==> config.mk <==
export PLATFORM = sky130hd
export DESIGN_NAME = ulaTop
export DESIGN_NICKNAME = d
export VERILOG_FILES = /design/src/common/ulaPkg.sv /design/src/hw/cpuPorts.sv /design/src/hw/rasterCounter.sv /design/src/hw/ulaTop.sv /design/src/video/fetchSequencer.sv /design/src/video/pixelPipe.sv
export SDC_FILE = /design/constraint.sdc
export NUM_CORES = 1
export LEC_CHECK = 0
export BUFFER_PORTS_ARGS = -buffer_cell sky130_fd_sc_hd__buf_4
export CORE_AREA = 2 2 99 149
export CTS_BUF_LIST = sky130_fd_sc_hd__clkbuf_4
export DETAILED_ROUTE_END_ITERATION = 8
export DIE_AREA = 0 0 101 151
export GPL_ROUTABILITY_DRIVEN = 1
export HOLD_SLACK_MARGIN = 0.06
export SLEW_MARGIN = 20
export SYNTH_ARGS = -nofsm -noshare
export SYNTH_HDL_FRONTEND = slang
export SYNTH_SLANG_ARGS = --single-unit
==> constraint.sdc <==
create_clock -name sysclk -period 2.55 [get_ports sysclk]
set_input_delay 0.51 -clock sysclk [delete_from_list [all_inputs] [get_ports sysclk]]
set_output_delay 0.51 -clock sysclk [all_outputs]
set_load 0.02 [all_outputs]
==> src/common/ulaPkg.sv <==
package ulaPkg;

   ////////////////////
   // Raster geometry
   ////////////////////

   // 48K line and frame length in pixel clocks
   localparam int hTotal = 448;
   localparam int vTotal = 312;

   // Visible paper area
   localparam int paperWidth  = 256;
   localparam int paperHeight = 192;

   // Sync pulses, both ends inclusive
   localparam int hSyncStart = 344;
   localparam int hSyncEnd   = 375;
   localparam int vSyncStart = 248;
   localparam int vSyncEnd   = 251;

   // Flash divider steps at the start of this line
   localparam int flashLine = 248;

   // Paper output trails the fetch window by one character cell
   localparam int videoLag = 8;

   ////////////////////
   // Widths and constants
   ////////////////////

   localparam int hcW = 9;
   localparam int vcW = 9;
   localparam int vaW = 14;

   // Red border out of reset
   localparam logic [2:0] resetBorder = 3'd2;

   // Attribute area prefix inside the 16K page
   localparam logic [2:0] attrBase = 3'b110;

   // ULA answers on even port addresses
   localparam logic portSelect = 1'b0;

   // Value on an undriven data bus
   localparam logic [7:0] busIdle = 8'hFF;

   // Per-channel levels of the colour table
   localparam logic [2:0] levelNone = 3'b000;
   localparam logic [2:0] levelHalf = 3'b101;
   localparam logic [2:0] levelFull = 3'b111;

   ////////////////////
   // Bundles
   ////////////////////

   // Z80 I/O request, strobes active low
   typedef struct packed {
      logic [15:0] addr;
      logic        iorqN;
      logic        rdN;
      logic        wrN;
      logic [7:0]  wrData;
   } cpuIoT;

   // GGGRRRBBB colour
   typedef struct packed {
      logic [2:0] g;
      logic [2:0] r;
      logic [2:0] b;
   } rgbT;

   // Beam position
   typedef struct packed {
      logic [hcW-1:0] hc;
      logic [vcW-1:0] vc;
   } rasterT;

   // Strobes from the fetch schedule
   typedef struct packed {
      logic bitmapLoad;
      logic attrLoad;
      logic serializerLoad;
      logic attrOutLoad;
      logic videoEnable;
   } fetchCtlT;

endpackage

==> src/hw/cpuPorts.sv <==
module cpuPorts (
   input  logic          sysclk,
   input  logic          rst_n,
   input  ulaPkg::cpuIoT cpuIo,
   input  logic [4:0]    kbd,
   input  logic          ear,
   input  logic          issue2,
   input  logic          busFetch,
   input  logic [7:0]    vramData,
   output logic [7:0]    cpuData,
   output logic [2:0]    border,
   output logic          mic,
   output logic          spk
);

   logic ulaSel;
   logic portWr;
   logic anyRd;
   logic earFb;

   // Even address with IORQ low selects the ULA port
   assign ulaSel = !cpuIo.iorqN && (cpuIo.addr[0] == ulaPkg::portSelect);
   assign portWr = ulaSel && !cpuIo.wrN;
   assign anyRd  = !cpuIo.iorqN && !cpuIo.rdN;

   ////////////////////
   // Port 0xFE write
   ////////////////////

   // Level sensitive, follows the strobe every clock
   always_ff @(posedge sysclk) begin
      if (!rst_n) begin
         border <= ulaPkg::resetBorder;
         mic    <= 1'b0;
         spk    <= 1'b0;
      end else if (portWr) begin
         border <= cpuIo.wrData[2:0];
         mic    <= cpuIo.wrData[3];
         spk    <= cpuIo.wrData[4];
      end
   end

   // Issue 2 boards also feed MIC back into EAR
   assign earFb = issue2 ? ear ^ (spk | mic) : ear ^ spk;

   ////////////////////
   // Read path
   ////////////////////

   always_comb begin
      cpuData = ulaPkg::busIdle;
      if (anyRd) begin
         if (cpuIo.addr[0] == ulaPkg::portSelect) begin
            cpuData = {1'b1, earFb, 1'b1, kbd};
         end else if (busFetch) begin
            // Floating bus shows the byte the ULA is fetching
            cpuData = vramData;
         end
      end
   end

   // Z80 never drives RD and WR together
   noRdWr: assert property (@(posedge sysclk) disable iff (!rst_n)
      !(!cpuIo.rdN && !cpuIo.wrN));

endmodule

==> src/hw/rasterCounter.sv <==
module rasterCounter (
   input  logic           sysclk,
   input  logic           rst_n,
   output ulaPkg::rasterT raster,
   output logic           hSync,
   output logic           vSync,
   output logic           flashPhase
);

   logic [ulaPkg::hcW-1:0] hc;
   logic [ulaPkg::vcW-1:0] vc;
   logic [4:0]             flashCnt;
   logic                   lineEnd;
   logic                   frameEnd;

   // Last pixel of the line and last line of the frame
   assign lineEnd  = (hc == ulaPkg::hTotal - 1);
   assign frameEnd = (vc == ulaPkg::vTotal - 1);

   ////////////////////
   // Beam counters
   ////////////////////

   always_ff @(posedge sysclk) begin
      if (!rst_n) begin
         hc <= '0;
         vc <= '0;
      end else if (lineEnd) begin
         hc <= '0;
         // Vertical steps only on horizontal wrap
         vc <= frameEnd ? '0 : vc + 1'b1;
      end else begin
         hc <= hc + 1'b1;
      end
   end

   // Frame rate divider, one step per frame
   always_ff @(posedge sysclk) begin
      if (!rst_n) begin
         flashCnt <= '0;
      end else if (hc == '0 && vc == ulaPkg::flashLine) begin
         flashCnt <= flashCnt + 1'b1;
      end
   end

   // Bit 4 toggles every 16 frames
   assign flashPhase = flashCnt[4];

   // Sync decode straight from the counters
   assign hSync = (hc >= ulaPkg::hSyncStart) && (hc <= ulaPkg::hSyncEnd);
   assign vSync = (vc >= ulaPkg::vSyncStart) && (vc <= ulaPkg::vSyncEnd);

   assign raster.hc = hc;
   assign raster.vc = vc;

   // Line counter never leaves the 448 clock line
   hcInRange: assert property (@(posedge sysclk) disable iff (!rst_n)
      hc < ulaPkg::hTotal);

endmodule

==> src/hw/ulaTop.sv <==
module ulaTop (
   input  logic                   sysclk,
   input  logic                   rst_n,
   input  ulaPkg::cpuIoT          cpuIo,
   input  logic [4:0]             kbd,
   input  logic                   ear,
   input  logic                   issue2,
   input  logic [7:0]             vramData,
   output logic [7:0]             cpuData,
   output logic [ulaPkg::vaW-1:0] vramAddr,
   output ulaPkg::rgbT            rgb,
   output ulaPkg::rasterT         raster,
   output logic                   hSync,
   output logic                   vSync,
   output logic                   mic,
   output logic                   spk
);

   ulaPkg::fetchCtlT fetchCtl;
   logic [2:0]       border;
   logic             flashPhase;
   logic             busFetch;

   // Beam position and sync
   rasterCounter u_raster (
      .sysclk     (sysclk),
      .rst_n      (rst_n),
      .raster     (raster),
      .hSync      (hSync),
      .vSync      (vSync),
      .flashPhase (flashPhase)
   );

   // VRAM fetch schedule
   fetchSequencer u_fetch (
      .sysclk   (sysclk),
      .rst_n    (rst_n),
      .raster   (raster),
      .fetchCtl (fetchCtl),
      .vramAddr (vramAddr),
      .busFetch (busFetch)
   );

   // Pixel output path
   pixelPipe u_pixel (
      .sysclk     (sysclk),
      .rst_n      (rst_n),
      .fetchCtl   (fetchCtl),
      .vramData   (vramData),
      .border     (border),
      .flashPhase (flashPhase),
      .rgb        (rgb)
   );

   // Port 0xFE and floating bus
   cpuPorts u_ports (
      .sysclk   (sysclk),
      .rst_n    (rst_n),
      .cpuIo    (cpuIo),
      .kbd      (kbd),
      .ear      (ear),
      .issue2   (issue2),
      .busFetch (busFetch),
      .vramData (vramData),
      .cpuData  (cpuData),
      .border   (border),
      .mic      (mic),
      .spk      (spk)
   );

endmodule

==> src/video/fetchSequencer.sv <==
module fetchSequencer (
   input  logic                   sysclk,
   input  logic                   rst_n,
   input  ulaPkg::rasterT         raster,
   output ulaPkg::fetchCtlT       fetchCtl,
   output logic [ulaPkg::vaW-1:0] vramAddr,
   output logic                   busFetch
);

   logic [4:0] col;
   logic       paperLine;
   logic       fetchWin;
   logic       bitmapAddr;
   logic       attrAddr;

   ////////////////////
   // Column register
   ////////////////////

   // Captured mid cell so it is stable for the next fetch pair
   always_ff @(posedge sysclk) begin
      if (!rst_n) begin
         col <= '0;
      end else if (raster.hc[2:0] == 3'd3) begin
         col <= raster.hc[7:3];
      end
   end

   // Paper lines and the fetch window inside them
   assign paperLine = (raster.vc < ulaPkg::paperHeight);
   assign fetchWin  = paperLine && (raster.hc < ulaPkg::paperWidth);

   ////////////////////
   // Fetch schedule
   ////////////////////

   always_comb begin
      bitmapAddr          = 1'b0;
      attrAddr            = 1'b0;
      fetchCtl.bitmapLoad = 1'b0;
      fetchCtl.attrLoad   = 1'b0;
      if (fetchWin) begin
         // Two bitmap/attribute pairs per 16 clock slot
         case (raster.hc[3:0])
            4'd8, 4'd12: begin
               bitmapAddr = 1'b1;
            end
            4'd9, 4'd13: begin
               bitmapAddr          = 1'b1;
               fetchCtl.bitmapLoad = 1'b1;
            end
            4'd10, 4'd14: begin
               attrAddr = 1'b1;
            end
            4'd11, 4'd15: begin
               attrAddr          = 1'b1;
               fetchCtl.attrLoad = 1'b1;
            end
            default: begin
               // First half of the slot is left to the CPU
               bitmapAddr = 1'b0;
            end
         endcase
      end
   end

   // Paper shows one cell after its fetch
   assign fetchCtl.videoEnable = paperLine
                                 && (raster.hc >= ulaPkg::videoLag)
                                 && (raster.hc < ulaPkg::paperWidth + ulaPkg::videoLag);
   assign fetchCtl.serializerLoad = fetchCtl.videoEnable && (raster.hc[2:0] == 3'd4);

   // Attribute output refreshes every cell, border included
   assign fetchCtl.attrOutLoad = (raster.hc[2:0] == 3'd4);

   ////////////////////
   // VRAM address
   ////////////////////

   always_comb begin
      if (bitmapAddr) begin
         // Interleaved layout: third, pixel row, char row, column
         vramAddr = {1'b0, raster.vc[7:6], raster.vc[2:0], raster.vc[5:3], col};
      end else if (attrAddr) begin
         // Linear attribute map after the bitmap
         vramAddr = {1'b0, ulaPkg::attrBase, raster.vc[7:3], col};
      end else begin
         vramAddr = '0;
      end
   end

   // Floating bus sees VRAM data on these cycles
   assign busFetch = bitmapAddr | attrAddr;

   // Each bitmap load is followed two clocks later by its attribute
   bitmapThenAttr: assert property (@(posedge sysclk) disable iff (!rst_n)
      fetchCtl.bitmapLoad |-> !fetchCtl.attrLoad ##2 fetchCtl.attrLoad);

endmodule

==> src/video/pixelPipe.sv <==
module pixelPipe (
   input  logic             sysclk,
   input  logic             rst_n,
   input  ulaPkg::fetchCtlT fetchCtl,
   input  logic [7:0]       vramData,
   input  logic [2:0]       border,
   input  logic             flashPhase,
   output ulaPkg::rgbT      rgb
);

   logic [7:0] bitmapData;
   logic [7:0] attrData;
   logic [7:0] shiftReg;
   logic [7:0] attrNext;
   logic [7:0] attrOut;
   logic       pixel;
   logic       inkSel;
   logic [3:0] igrb;

   ////////////////////
   // Fetch latches
   ////////////////////

   always_ff @(posedge sysclk) begin
      if (fetchCtl.bitmapLoad) begin
         bitmapData <= vramData;
      end
   end

   always_ff @(posedge sysclk) begin
      if (fetchCtl.attrLoad) begin
         attrData <= vramData;
      end
   end

   // Serializer, MSB is the leftmost pixel
   always_ff @(posedge sysclk) begin
      if (!rst_n) begin
         shiftReg <= '0;
      end else if (fetchCtl.serializerLoad) begin
         shiftReg <= bitmapData;
      end else begin
         // Zeros shift in, so border pixels show paper
         shiftReg <= {shiftReg[6:0], 1'b0};
      end
   end

   // Border goes in as paper, ink 0, no bright, no flash
   assign attrNext = fetchCtl.videoEnable ? attrData : {2'b00, border, 3'b000};

   // Attribute in use for the cell now on the serializer
   always_ff @(posedge sysclk) begin
      if (!rst_n) begin
         attrOut <= {2'b00, ulaPkg::resetBorder, 3'b000};
      end else if (fetchCtl.attrOutLoad) begin
         attrOut <= attrNext;
      end
   end

   ////////////////////
   // Colour mixing
   ////////////////////

   assign pixel = shiftReg[7];

   // Flash swaps ink and paper on the slow phase
   assign inkSel = pixel ^ (attrOut[7] & flashPhase);

   // Bright bit on top of the GRB colour
   assign igrb = inkSel ? {attrOut[6], attrOut[2:0]} : {attrOut[6], attrOut[5:3]};

   // IGRB to GGGRRRBBB
   function automatic ulaPkg::rgbT igrbToRgb(input logic [3:0] idx);
      logic [2:0] level;
      level = idx[3] ? ulaPkg::levelFull : ulaPkg::levelHalf;
      // Black stays black with or without bright
      igrbToRgb.g = idx[2] ? level : ulaPkg::levelNone;
      igrbToRgb.r = idx[1] ? level : ulaPkg::levelNone;
      igrbToRgb.b = idx[0] ? level : ulaPkg::levelNone;
   endfunction

   // Output register, pixel x lands at hc x+14
   always_ff @(posedge sysclk) begin
      rgb <= igrbToRgb(igrb);
   end

   // Serializer is only reloaded inside the paper window
   loadInPaper: assert property (@(posedge sysclk) disable iff (!rst_n)
      fetchCtl.serializerLoad |-> fetchCtl.videoEnable);

endmodule
==> results of run 1 <==
## area by class of cell
cell class	instances	area, µm²
Antenna cell	1	2.50
Clock buffer	10	75.1
Clock inverter	6	85.1
Fill cell	1467	9550
Inverter	11	43.8
Multi-Input combinational cell	237	1620
Sequential cell	71	1590
Tap cell	165	206
Timing Repair Buffer	99	758
## kinds of logic (layout without fill, tap and decap cells)
logic type	Yosys count	in the layout
buffers and inverters	32	126
XOR/XNOR	12	12
AO/OA/AOI/OAI	46	46
AND/OR/NAND/NOR	149	149
adder cells (fa/ha/maj)	8	8
flip-flops	71	71
multiplexers	21	21
other	1	2
## cell usage after synthesis, types with 2 or more instances
master    number
dfxtp_1       55
edfxtp_1      16
ha_1           8
o41ai_1        2
nor3_1         5
a22oi_1        2
nor4_1         7
o21ai_0       10
a31o_2         3
and2_1        14
buf_1          2
o311ai_0       2
a31o_1         2
mux2i_1       18
mux2_2         3
buf_2          5
xor2_1         3
nand4b_1       3
buf_4          4
inv_1         10
and3_1        11
or4_1          2
nand4_1        5
or3_1          4
nand3_1       11
a21oi_1       11
o31ai_1        2
nor2_1        39
buf_6          3
nand2b_1       2
nand2_1       27
a211oi_1       2
and4b_1        2
xnor2_1        9
and3b_1        6
clkbuf_1       6
o21a_1         2
## power breakdown
group	leakage, nW	switching [mW]	internal, mW
Sequential	0.589	0.00844	1.16
Combinational	1.07	0.107	0.0915
Clock	0.0840	0.416	0.405
Total	1.74	0.531	1.65
## final timing paths
path | cells past startpoint | startpoint | slack [ps] | end
max | 8 | u_raster.hc[1] | 20 | cpuData[4]
min | 1 | vramData[4] | 280 | u_pixel.bitmapData[4]
max reg2reg | 4 | u_raster.vc[3] | 590 | u_raster.flashCnt[2]
min reg2reg | 2 | u_pixel.shiftReg[1] | 440 | u_pixel.shiftReg[2]
## placed cells by master, fill, tap and decap left out, types with 4 or more instances in the layout
| cell type | count |
|---|---|
| buf_4 | 95 |
| dfxtp_1 | 53 |
| nor2_1 | 38 |
| nand2_1 | 27 |
| mux2i_1 | 18 |
| edfxtp_1 | 16 |
| and2_1 | 12 |
| and3_1 | 11 |
| a21oi_1 | 11 |
| nand3_1 | 11 |
| clkbuf_4 | 10 |
| xnor2_1 | 9 |
| inv_1 | 8 |
| and3b_1 | 6 |
| o21ai_1 | 6 |
| nor4_1 | 6 |
| nor3_1 | 5 |
| nand4_1 | 5 |
| ha_1 | 5 |
| or3_1 | 4 |
| o21ai_0 | 4 |
| buf_6 | 4 |
## per-stage QoR
| stage | hold slack [ps] | std cells |
|---|---|---|
| 2_1_floorplan | 420 | 340 |
| 3_3_place_gp | 428 | 578 |
| 3_5_place_dp | 433 | 578 |
| 4_1_cts | 243 | 599 |
| 5_1_grt | 251 | 600 |
| 6_report | 277 | 600 |
## repair_timing
action / CTS / global route
cloned: 0 / 0
pin swaps: 5 / 5
resized for setup: 18 / 12
endpoints found under the setup margin: 19 / 19
setup buffers: 5 / 0
## flip-flops by register name, indices dropped and copies added, names as in the netlist
register / flops
u_raster.hc: 9
u_pixel.attrData: 8
u_pixel.attrOut: 8
u_ports.mic: 1
u_ports.border: 3
u_fetch.col: 5
u_pixel.rgb: 6
u_raster.flashCnt: 5
u_pixel.shiftReg: 8
u_pixel.bitmapData: 8
u_raster.vc: 9
u_ports.spk: 1
## metal layers
metal / wire length, µm / vias up
met5: 0 / -
met4: 307 / 0
met3: 315 / 24
met2: 4630 / 79
met1: 3470 / 1379
li1: - / 1385
==> summary.txt, run 1 <==
Outcome
  • Status: finished, final reports clean

Clocking
  • CTS max path bufs: 2
  • H-tree depth: 3
  • Clock sink total: 71
  • Root cell of the clock tree: clkbuf_4
  • Worst skew pair latency: 430 ps
  • CTS tree: yes
  • Cts hold-fix bufs: 0
  • CTS buffer count: 9
  • Clk pin slew, worst setup/hold paths: 120 ps

Synth
  • Yosys top cell by area: dfxtp_1
  • EDFF count, synth: 16
  • Cell area after synthesis: 3300 µm²
  • Syn. warnings: 0
  • Synth Area in Compound Gates: 9.36%
  • Largest family of logic cells by synthesized area: simple AND/OR/NAND/NOR gates
  • Synth Flop Type: dfxtp_1
  • Synth top area cells: dfxtp_1 33%, edfxtp_1 15%, mux2i_1 5.5%
  • Mapped Cells: 340
  • Xor/xnor cell area share of the yosys netlist: 3.18%
  • Post-Synth Simple-Gate Area: 24.9%
  • Ys async rst share: 0%
  • Synth Area per Inst: 9.71 µm²
  • Synth Area in Adders: 3.03%
  • Sequential area share after synthesis: between 40% and 50%
  • Synth unique cells: 59
  • Multiplexer area fraction after synthesis: 6.48%
  • Area fraction of the dominant cell type after synthesis: 33.3%
  • Yosys reg bits: 71
  • Post-synth net total: 392

Global route
  • Antenna violations before repair: 1
  • Gr busiest metal: met2
  • Pin count of the biggest net entering global routing: 35
  • Met1 GRT Util: 13.0%
  • Met2 Resource Use GR: 20.3%
  • GR Overflow Total: 0
  • First-pass GRT wire length: 13800 µm
  • Vias in the first global route: around 2800
  • M3 GR Usage: 1.89%
  • Total GRT Usage: 11.7%

Drt
  • Wire per inst: 14.5 µm
  • 1st-iter DRT viols: 124
  • Via Count: 2867
  • Initial DRT Pass Iterations: 4
  • Vias per cell: 4.78
  • Total Routed Length: 8720 µm
  • Final antenna-violating net count: 0
  • Remaining DRCs: 0

Place
  • Buffers on Ports: 77
  • Post-Place Worst Slack: -65.1 ps
  • Post-DP HPWL: 6470 µm
  • Routability cong.: 0.797
  • Cell Area, Placed: 4090 µm²

Pwr
  • Static leakage power: 1.74 nW
  • Maximum vdd ir drop: between 0.15 and 0.2 mV
  • Pwr/cell area: 500 nW/µm²
  • Final Total Pwr: 2.19 mW

Layout
  • Share of layout cells above drive strength 1: 32.7%
  • Fin area: 4380 µm²
  • Final #Nets: 481
  • Fin util: 31.4%
  • Synth-to-layout area growth: 32.5%

Worst setup path
  • Startpoint Class: flop
  • CP Data Arrival Time: 2020 ps
  • CP max FO: 9
  • Worst Setup End Kind: output pin
  • Worst Path Buf+Inv: 3
  • Critical-path top delay cell: dfxtp_4
  • Critical Path Most Common Cell: nor4_4
  • Critical path class: flop to output pin
  • Family with the most delay on the worst path: simple AND/OR/NAND/NOR gates
  • Crit path required time: 2040 ps
  • CP max stage delay: 380 ps
  • Crit-path cells: inv_2, ha_4, nor4_4, nor4_4, buf_6, and3b_1, o21ai_1, buf_4

Timing
  • Period minus WS final: around 2500 ps
  • Slew @ Worst Pin: 588 ps
  • Tcrit/Tclk final: 99.3%
  • Final WS setup: 17.3 ps
  • RSZ-0062 raised after global routing: yes
  • Final setup TNS: 0 ps
  • Peak Freq: 395 MHz
  • Setup Skew: 18.5 ps
  • Final Hold Fails: 0
  • Worst rel slew slack: 60.6%
  • Final slew viol count: 0
  • Final Setup Violations: 0

Die
  • Std cell rows: 53
  • Die area: 15300 µm²
  • Die width: just over 100 µm
  • Initial Util: 23.7%
  • Core Region: 13900 µm²
  • Ports: 97
  • Die Height: around 150 µm

Flow run
  • Maximum Capacitance Violations: 0

Min path
  • Hold Path Class: input pin to flop
Note: power is estimated with default switching activity, not from simulation.
==> inputs of run 2 (changes only) <==
HOLD_SLACK_MARGIN = 0.12   (was 0.06)
REMOVE_ABC_BUFFERS = 1   (was default)
==> run 2 against run 1 <==
  * The flow now finishes with violations (setup timing)
  * Clock skew is 2.8 ps lower
  * Setup slack worse by 89 ps
  * Clock power is 1% lower
  * Sequential power hardly changed
  * Cell area is 0.71% higher
  * Non-clock buffer count is 2 higher
==> summary.txt, run 2 (synthesized netlist as in run 1, its figures left out) <==
Timing
  • Peak Freq: 381 MHz (-3.4%)
  • Period minus WS final: 2620 ps (+89.1 ps)
  • Final Setup Violations: 13 (+13)
  • RSZ-0062 raised after global routing: yes
  • Final WS setup: -71.7 ps (-89.1 ps)
  • Tcrit/Tclk final: 103% (+3.5 points)
  • Final slew viol count: 0 (unchanged)
  • Hold WS: 285 ps (+8.02 ps)
  • Slew @ Worst Pin: 593 ps (+5.18 ps)
  • Setup Skew: 15.7 ps (-2.81 ps)
  • Final Hold Fails: 0 (unchanged)
  • Worst rel slew slack: 60.3% (-0.35 points)

Clocking
  • H-tree depth: 3 (unchanged)
  • Clock sink total: 71 (unchanged)
  • Worst skew pair latency: 420 ps (about the same)
  • CTS tree: yes
  • Cts hold-fix bufs: 0 (unchanged)
  • CTS buffer count: 9 (unchanged)
  • CTS max path bufs: 2 (unchanged)
  • Root cell of the clock tree: clkbuf_4
  • Clk pin slew, worst setup/hold paths: 120 ps (about the same)

Place
  • Buffers on Ports: 77 (unchanged)
  • Post-DP HPWL: 6310 µm (-2.5%)
  • Routability cong.: 0.792 (-0.64%)
  • Cell Area, Placed: 4100 µm² (+0.21%)
  • Post-Place Worst Slack: -7.72 ps (+57.4 ps)

Worst setup path
  • Startpoint Class: flop
  • Worst Path Buf+Inv: 3 (unchanged)
  • CP max FO: 4 (-5)
  • Crit-path cells: buf_6, ha_4, nor4_4, nor4_4, buf_4, and3b_1, o21ai_1, buf_4
  • Crit path required time: 2040 ps (about the same)
  • CP Data Arrival Time: 2110 ps (+90 ps)
  • Critical path class: flop to output pin
  • Worst Setup End Kind: output pin
  • CP max stage delay: 370 ps (about the same)
  • Family with the most delay on the worst path: simple AND/OR/NAND/NOR gates
  • Critical-path top delay cell: dfxtp_2

Min path
  • Hold Path Class: input pin to flop

Pwr
  • Sw Share: 24.0% (-0.34 points)
  • Sequential share of power: 53.6% (+0.2 points)
  • P_int: 1.66 mW (+0.22%)
  • Maximum vdd ir drop: 0.238 mV (+43%)
  • Final Total Pwr: 2.18 mW (-0.23%)
  • Static leakage power: 1.75 nW (+0.66%)
  • Clk network pwr share: 37.2% (-0.4 points)
  • Combinational group share of total power: 9.2% (about the same)
  • Pwr/cell area: 495 nW/µm² (-0.94%)
  • Switching pwr: 0.522 mW (-1.6%)

Drt
  • 1st-iter DRT viols: 116 (-6.5%)
  • Via Count: 2840 (-0.94%)
  • Total Routed Length: 8710 µm (-0.16%)
  • Final antenna-violating net count: 0 (unchanged)
  • Vias per cell: 4.73 (-1.1%)
  • Initial DRT Pass Iterations: 4 (unchanged)
  • Remaining DRCs: 0 (unchanged)
  • Wire per inst: 14.5 µm (-0.33%)

Layout
  • Final #Nets: 483 (+0.42%)
  • Reg area: 1590 µm² (about the same)
  • Commonest cells after routing, fill and taps aside: 94 x buf_4, 52 x dfxtp_1, 38 x nor2_1
  • Share of layout cells above drive strength 1: 33.7% (+1.0 points)
  • FILL cells: 1469 (+0.14%)
  • Synth-to-layout area growth: 33.5%
  • Multi-input logic area: 1630 µm² (+0.70%)
  • Commonest non-fill, non-tap cell in the layout: buf_4
  • Fin util: 31.6% (+0.22 points)
  • Fin area: 4410 µm² (+0.71%)
  • Largest regs: u_raster.hc x9, u_raster.vc x9
  • ANT cells: 0 (-1)

Global route
  • Pin count of the biggest net entering global routing: 34 (-2.9%)
  • GR Overflow Total: 0 (unchanged)
  • Antenna violations before repair: 0 (-1)
  • First-pass GRT wire length: 14100 µm (+2.4%)
  • Total GRT Usage: 11.8% (+0.13 points)
  • Vias in the first global route: 2832 (+0.64%)

Die
  • Die width: 101 µm (unchanged)
  • Die Height: 151 µm (unchanged)
  • Die area: 15300 µm² (unchanged)
  • Std cell rows: 53 (unchanged)
  • Ports: 97 (unchanged)
  • Initial Util: 23.7% (unchanged)
  • Core Region: 13900 µm² (unchanged)

Flow run
  • Maximum Capacitance Violations: 0 (unchanged)

Outcome
  • Failing checks: setup timing
  • Status: complete, but fails checks
-- run 2: path summary, 6_finish.rpt --
| path | startpoint | endpoint | slack (ps) | depth (start not counted) |
|---|---|---|---|---|
| setup / recovery | u_raster.hc[0] | cpuData[4] | -70 | 8 |
| hold / removal | vramData[2] | u_pixel.attrData[2] | 290 | 1 |
| setup reg to reg | u_raster.hc[0] | u_raster.vc[8] | 620 | 6 |
| hold reg to reg | u_pixel.shiftReg[5] | u_pixel.shiftReg[6] | 450 | 2 |
-- run 2: what timing repair did --
| action | in CTS | in global routing |
|---|---|---|
| pin swaps | 2 | 4 |
| cloned | 0 | 1 |
| setup endpoints to repair | 20 | 16 |
| resized for setup | 27 | 8 |
| setup buffers | 4 | 2 |
-- run 2: per-stage QoR --
| stage | std cells | TNS (ps) |
|---|---|---|
| 6_report | 601 | -492 |
| 5_1_grt | 601 | -1850 |
| 3_5_place_dp | 578 | -7.72 |
| 3_3_place_gp | 578 | -1560 |
| 4_1_cts | 598 | -467 |
| 2_1_floorplan | 319 | 0 |
-- run 2: worst register-to-register path, stage by stage, from the launching register on --
cell and delay [ps]:
dfxtp_2 390, ha_2 220, buf_4 160, and4_2 300, nand2_2 140, or4_1 480
a21oi_1 160
-- run 2: routing by layer --
layer | global-route usage [%] | up-vias | share of wire, %
met1 | 13.6 | 1345 | 42
met2 | 21.1 | 88 | 51
met5 | 0 | - | 0
li1 | - | 1391 | -
met3 | 2.08 | 16 | 4.7
met4 | 5.20 | 0 | 2.2
-- run 2: final cells by class --
| class | count | share of cell area (%) |
|---|---|---|
| clock buffer | 10 | 1.70 |
| multi-input combinational | 237 | 36.9 |
| clock inverter | 6 | 1.93 |
| inverter | 11 | 0.937 |
| timing repair buffer | 101 | 17.8 |
| sequential | 71 | 36.0 |
| tap | 165 | 4.68 |
-- run 2: power groups by stage --
stage / combinational [mW] / sequential [mW] / clock [mW]
floorplan: 0.0634 / 1.20 / 0
global placement: 0.169 / 1.19 / 0
detailed placement: 0.174 / 1.19 / 0
CTS: 0.197 / 1.17 / 0.844
global route: 0.219 / 1.17 / 0.888
finish: 0.200 / 1.17 / 0.811
==> inputs of run 3 (changes only) <==
CELL_PAD_IN_SITES_DETAIL_PLACEMENT = 0   (was default)
CELL_PAD_IN_SITES_GLOBAL_PLACEMENT = 1   (was default)
PLACE_DENSITY_LB_ADDON = 0.1   (was default)
SLEW_MARGIN = 40   (was 20)
==> run 3 against run 2 <==
  * The run now ends clean
  * Combinational power grew 4%
  * Via count shrank 3.7%
  * Final cell count grew 0.17%
  * Register-to-register slack is essentially flat
  * Die area is the same
  * Wire length grew 8.6%
  * Largest power group unchanged
==> summary.txt, run 3 (synthesized netlist as in run 1, its figures left out) <==
Clocking
  • Worst skew pair latency: 420 ps (about the same)
  • Clock sink total: 71 (unchanged)
  • CTS max path bufs: 2 (unchanged)
  • CTS buffer count: 9 (unchanged)
  • Root cell of the clock tree: clkbuf_4
  • CTS tree: yes
  • Clk pin slew, worst setup/hold paths: 120 ps (about the same)
  • H-tree depth: 3 (unchanged)

Flow run
  • Maximum Capacitance Violations: 0 (unchanged)

Layout
  • Largest regs: u_raster.hc x9, u_raster.vc x9
  • Commonest cells after routing, fill and taps aside: 98 x buf_4, 52 x dfxtp_1, 38 x nor2_1
  • Fin area: 4340 µm² (-1.4%)
  • Synth-to-layout area growth: 31.6%
  • Final #Nets: 483 (unchanged)
  • Commonest non-fill, non-tap cell in the layout: buf_4
  • Final Non-Filler Cells: 602 (+0.17%)
  • Share of layout cells above drive strength 1: 33.0% (-0.69 points)
  • Fin util: 31.2% (-0.45 points)

Global route
  • Total GRT Usage: 12.9% (+1.1 points)
  • Vias in the first global route: 2727 (-3.7%)
  • Antenna violations before repair: 1 (+1)
  • Pin count of the biggest net entering global routing: 34 (unchanged)
  • GR Overflow Total: 0 (unchanged)
  • First-pass GRT wire length: 14800 µm (+5.4%)

Worst setup path
  • CP max stage delay: 350 ps (-20 ps)
  • Crit-path cells: buf_6, ha_4, nor4_4, nor4_4, buf_6, and3b_1, o21ai_1, buf_4
  • Critical path class: flop to output pin
  • Startpoint Class: flop
  • Family with the most delay on the worst path: simple AND/OR/NAND/NOR gates
  • Crit path required time: 2040 ps (about the same)
  • Worst Path Buf+Inv: 3 (unchanged)
  • CP max FO: 8 (+4)
  • Critical-path top delay cell: dfxtp_2
  • CP Data Arrival Time: 2030 ps (-80 ps)
  • Worst Setup End Kind: output pin

Drt
  • Remaining DRCs: 0 (unchanged)
  • Total Routed Length: 9460 µm (+8.6%)
  • 1st-iter DRT viols: 73 (-37%)
  • Via Count: 2734 (-3.7%)
  • Initial DRT Pass Iterations: 4 (unchanged)
  • Final antenna-violating net count: 0 (unchanged)
  • Vias per cell: 4.54 (-3.9%)
  • Wire per inst: 15.7 µm (+8.4%)

Place
  • Cell total after placement: 580 (+0.35%)
  • Post-DP HPWL: 6960 µm (+10%)
  • Buffers on Ports: 77 (unchanged)
  • Cell Area, Placed: 4110 µm² (+0.37%)
  • Routability cong.: 0.733 (-7.4%)

Die
  • Die Height: 151 µm (unchanged)
  • Std cell rows: 53 (unchanged)
  • Initial Util: 23.7% (unchanged)
  • Die area: 15300 µm² (unchanged)
  • Ports: 97 (unchanged)
  • Core Region: 13900 µm² (unchanged)
  • Die width: 101 µm (unchanged)

Timing
  • Final Setup Violations: 0 (-13)
  • Tcrit/Tclk final: 99.5% (-3.3 points)
  • RSZ-0062 raised after global routing: yes
  • Final Hold Fails: 0 (unchanged)
  • Worst rel slew slack: 65.1% (+4.9 points)
  • Slew @ Worst Pin: 519 ps (-73.6 ps)
  • Final slew viol count: 0 (unchanged)
  • Peak Freq: 394 MHz (+3.3%)
  • Period minus WS final: 2540 ps (-83.7 ps)
  • Setup Skew: 18.9 ps (+3.18 ps)

Pwr
  • Maximum vdd ir drop: 0.181 mV (-24%)
  • Final Total Pwr: 2.01 mW (-7.8%)
  • Static leakage power: 1.72 nW (-1.6%)
  • Pwr/cell area: 463 nW/µm² (-6.5%)

Min path
  • Hold Path Class: input pin to flop

Outcome
  • Status: finished, final reports clean
-- run 3: cell types whose count changed in the layout (fill, tap and decap cells not counted), sizes merged --
| cell | before | now |
|---|---|---|
| bufinv | 2 | 0 |
| clkbuf | 10 | 12 |
| diode | 0 | 1 |
-- run 3: area by class of cell --
type / instances / area [µm²]
antenna: 1 / 2.50
clock buffer: 12 / 90.1
clock inverter: 4 / 23.8
fill: 1527 / 9580
inverter: 11 / 41.3
multi-input combinational: 237 / 1620
sequential: 71 / 1590
tap: 165 / 206
timing repair buffer: 101 / 769
-- run 3: path summary, 6_finish.rpt --
| path | depth (start not counted) | slack [ps] | startpoint | end |
|---|---|---|---|---|
| setup reg to reg | 6 | 610 | u_raster.hc[0] | u_raster.vc[8] |
| setup / recovery | 8 | 10 | u_raster.hc[0] | cpuData[6] |
| hold reg to reg | 2 | 430 | u_pixel.shiftReg[0] | u_pixel.shiftReg[1] |
| hold / removal | 1 | 280 | vramData[2] | u_pixel.bitmapData[2] |
-- run 3: metal layers --
layer / GRT usage, % / part of all wire [%] / vias up
li1: - / - / 1397
met1: 15.4 / 42 / 1269
met2: 23.1 / 53 / 62
met3: 2.95 / 3.8 / 6
met4: 3.85 / 1.2 / 0
met5: 0 / 0 / -
-- run 3: timing repair --
action | 4_1_cts | 5_1_grt
pin swaps | 4 | 7
resized for setup | 21 | 6
setup buffers | 3 | 2
hold buffers | 0 | 0
setup endpoints to repair | 21 | 17
endpoints found under the hold margin | 0 | 0
-- run 3: power breakdown --
group | internal (mW) | total [mW] | switching [mW]
sequential | 1.16 | 1.17 | 0.0107
clock | 0.229 | 0.633 | 0.403
combinational | 0.0980 | 0.208 | 0.110
-- run 3: metrics by stage --
| stage | hold WS [ps] | setup TNS, ps | setup WS, ps |
|---|---|---|---|
| floorplan | 420 | 0 | 27.5 |
| global placement | 436 | -16.1 | -16.1 |
| detailed placement | 435 | 0 | 34.0 |
| CTS | 260 | -402 | -77.3 |
| global route | 247 | -496 | -115 |
| finish | 285 | 0 | 12.0 |
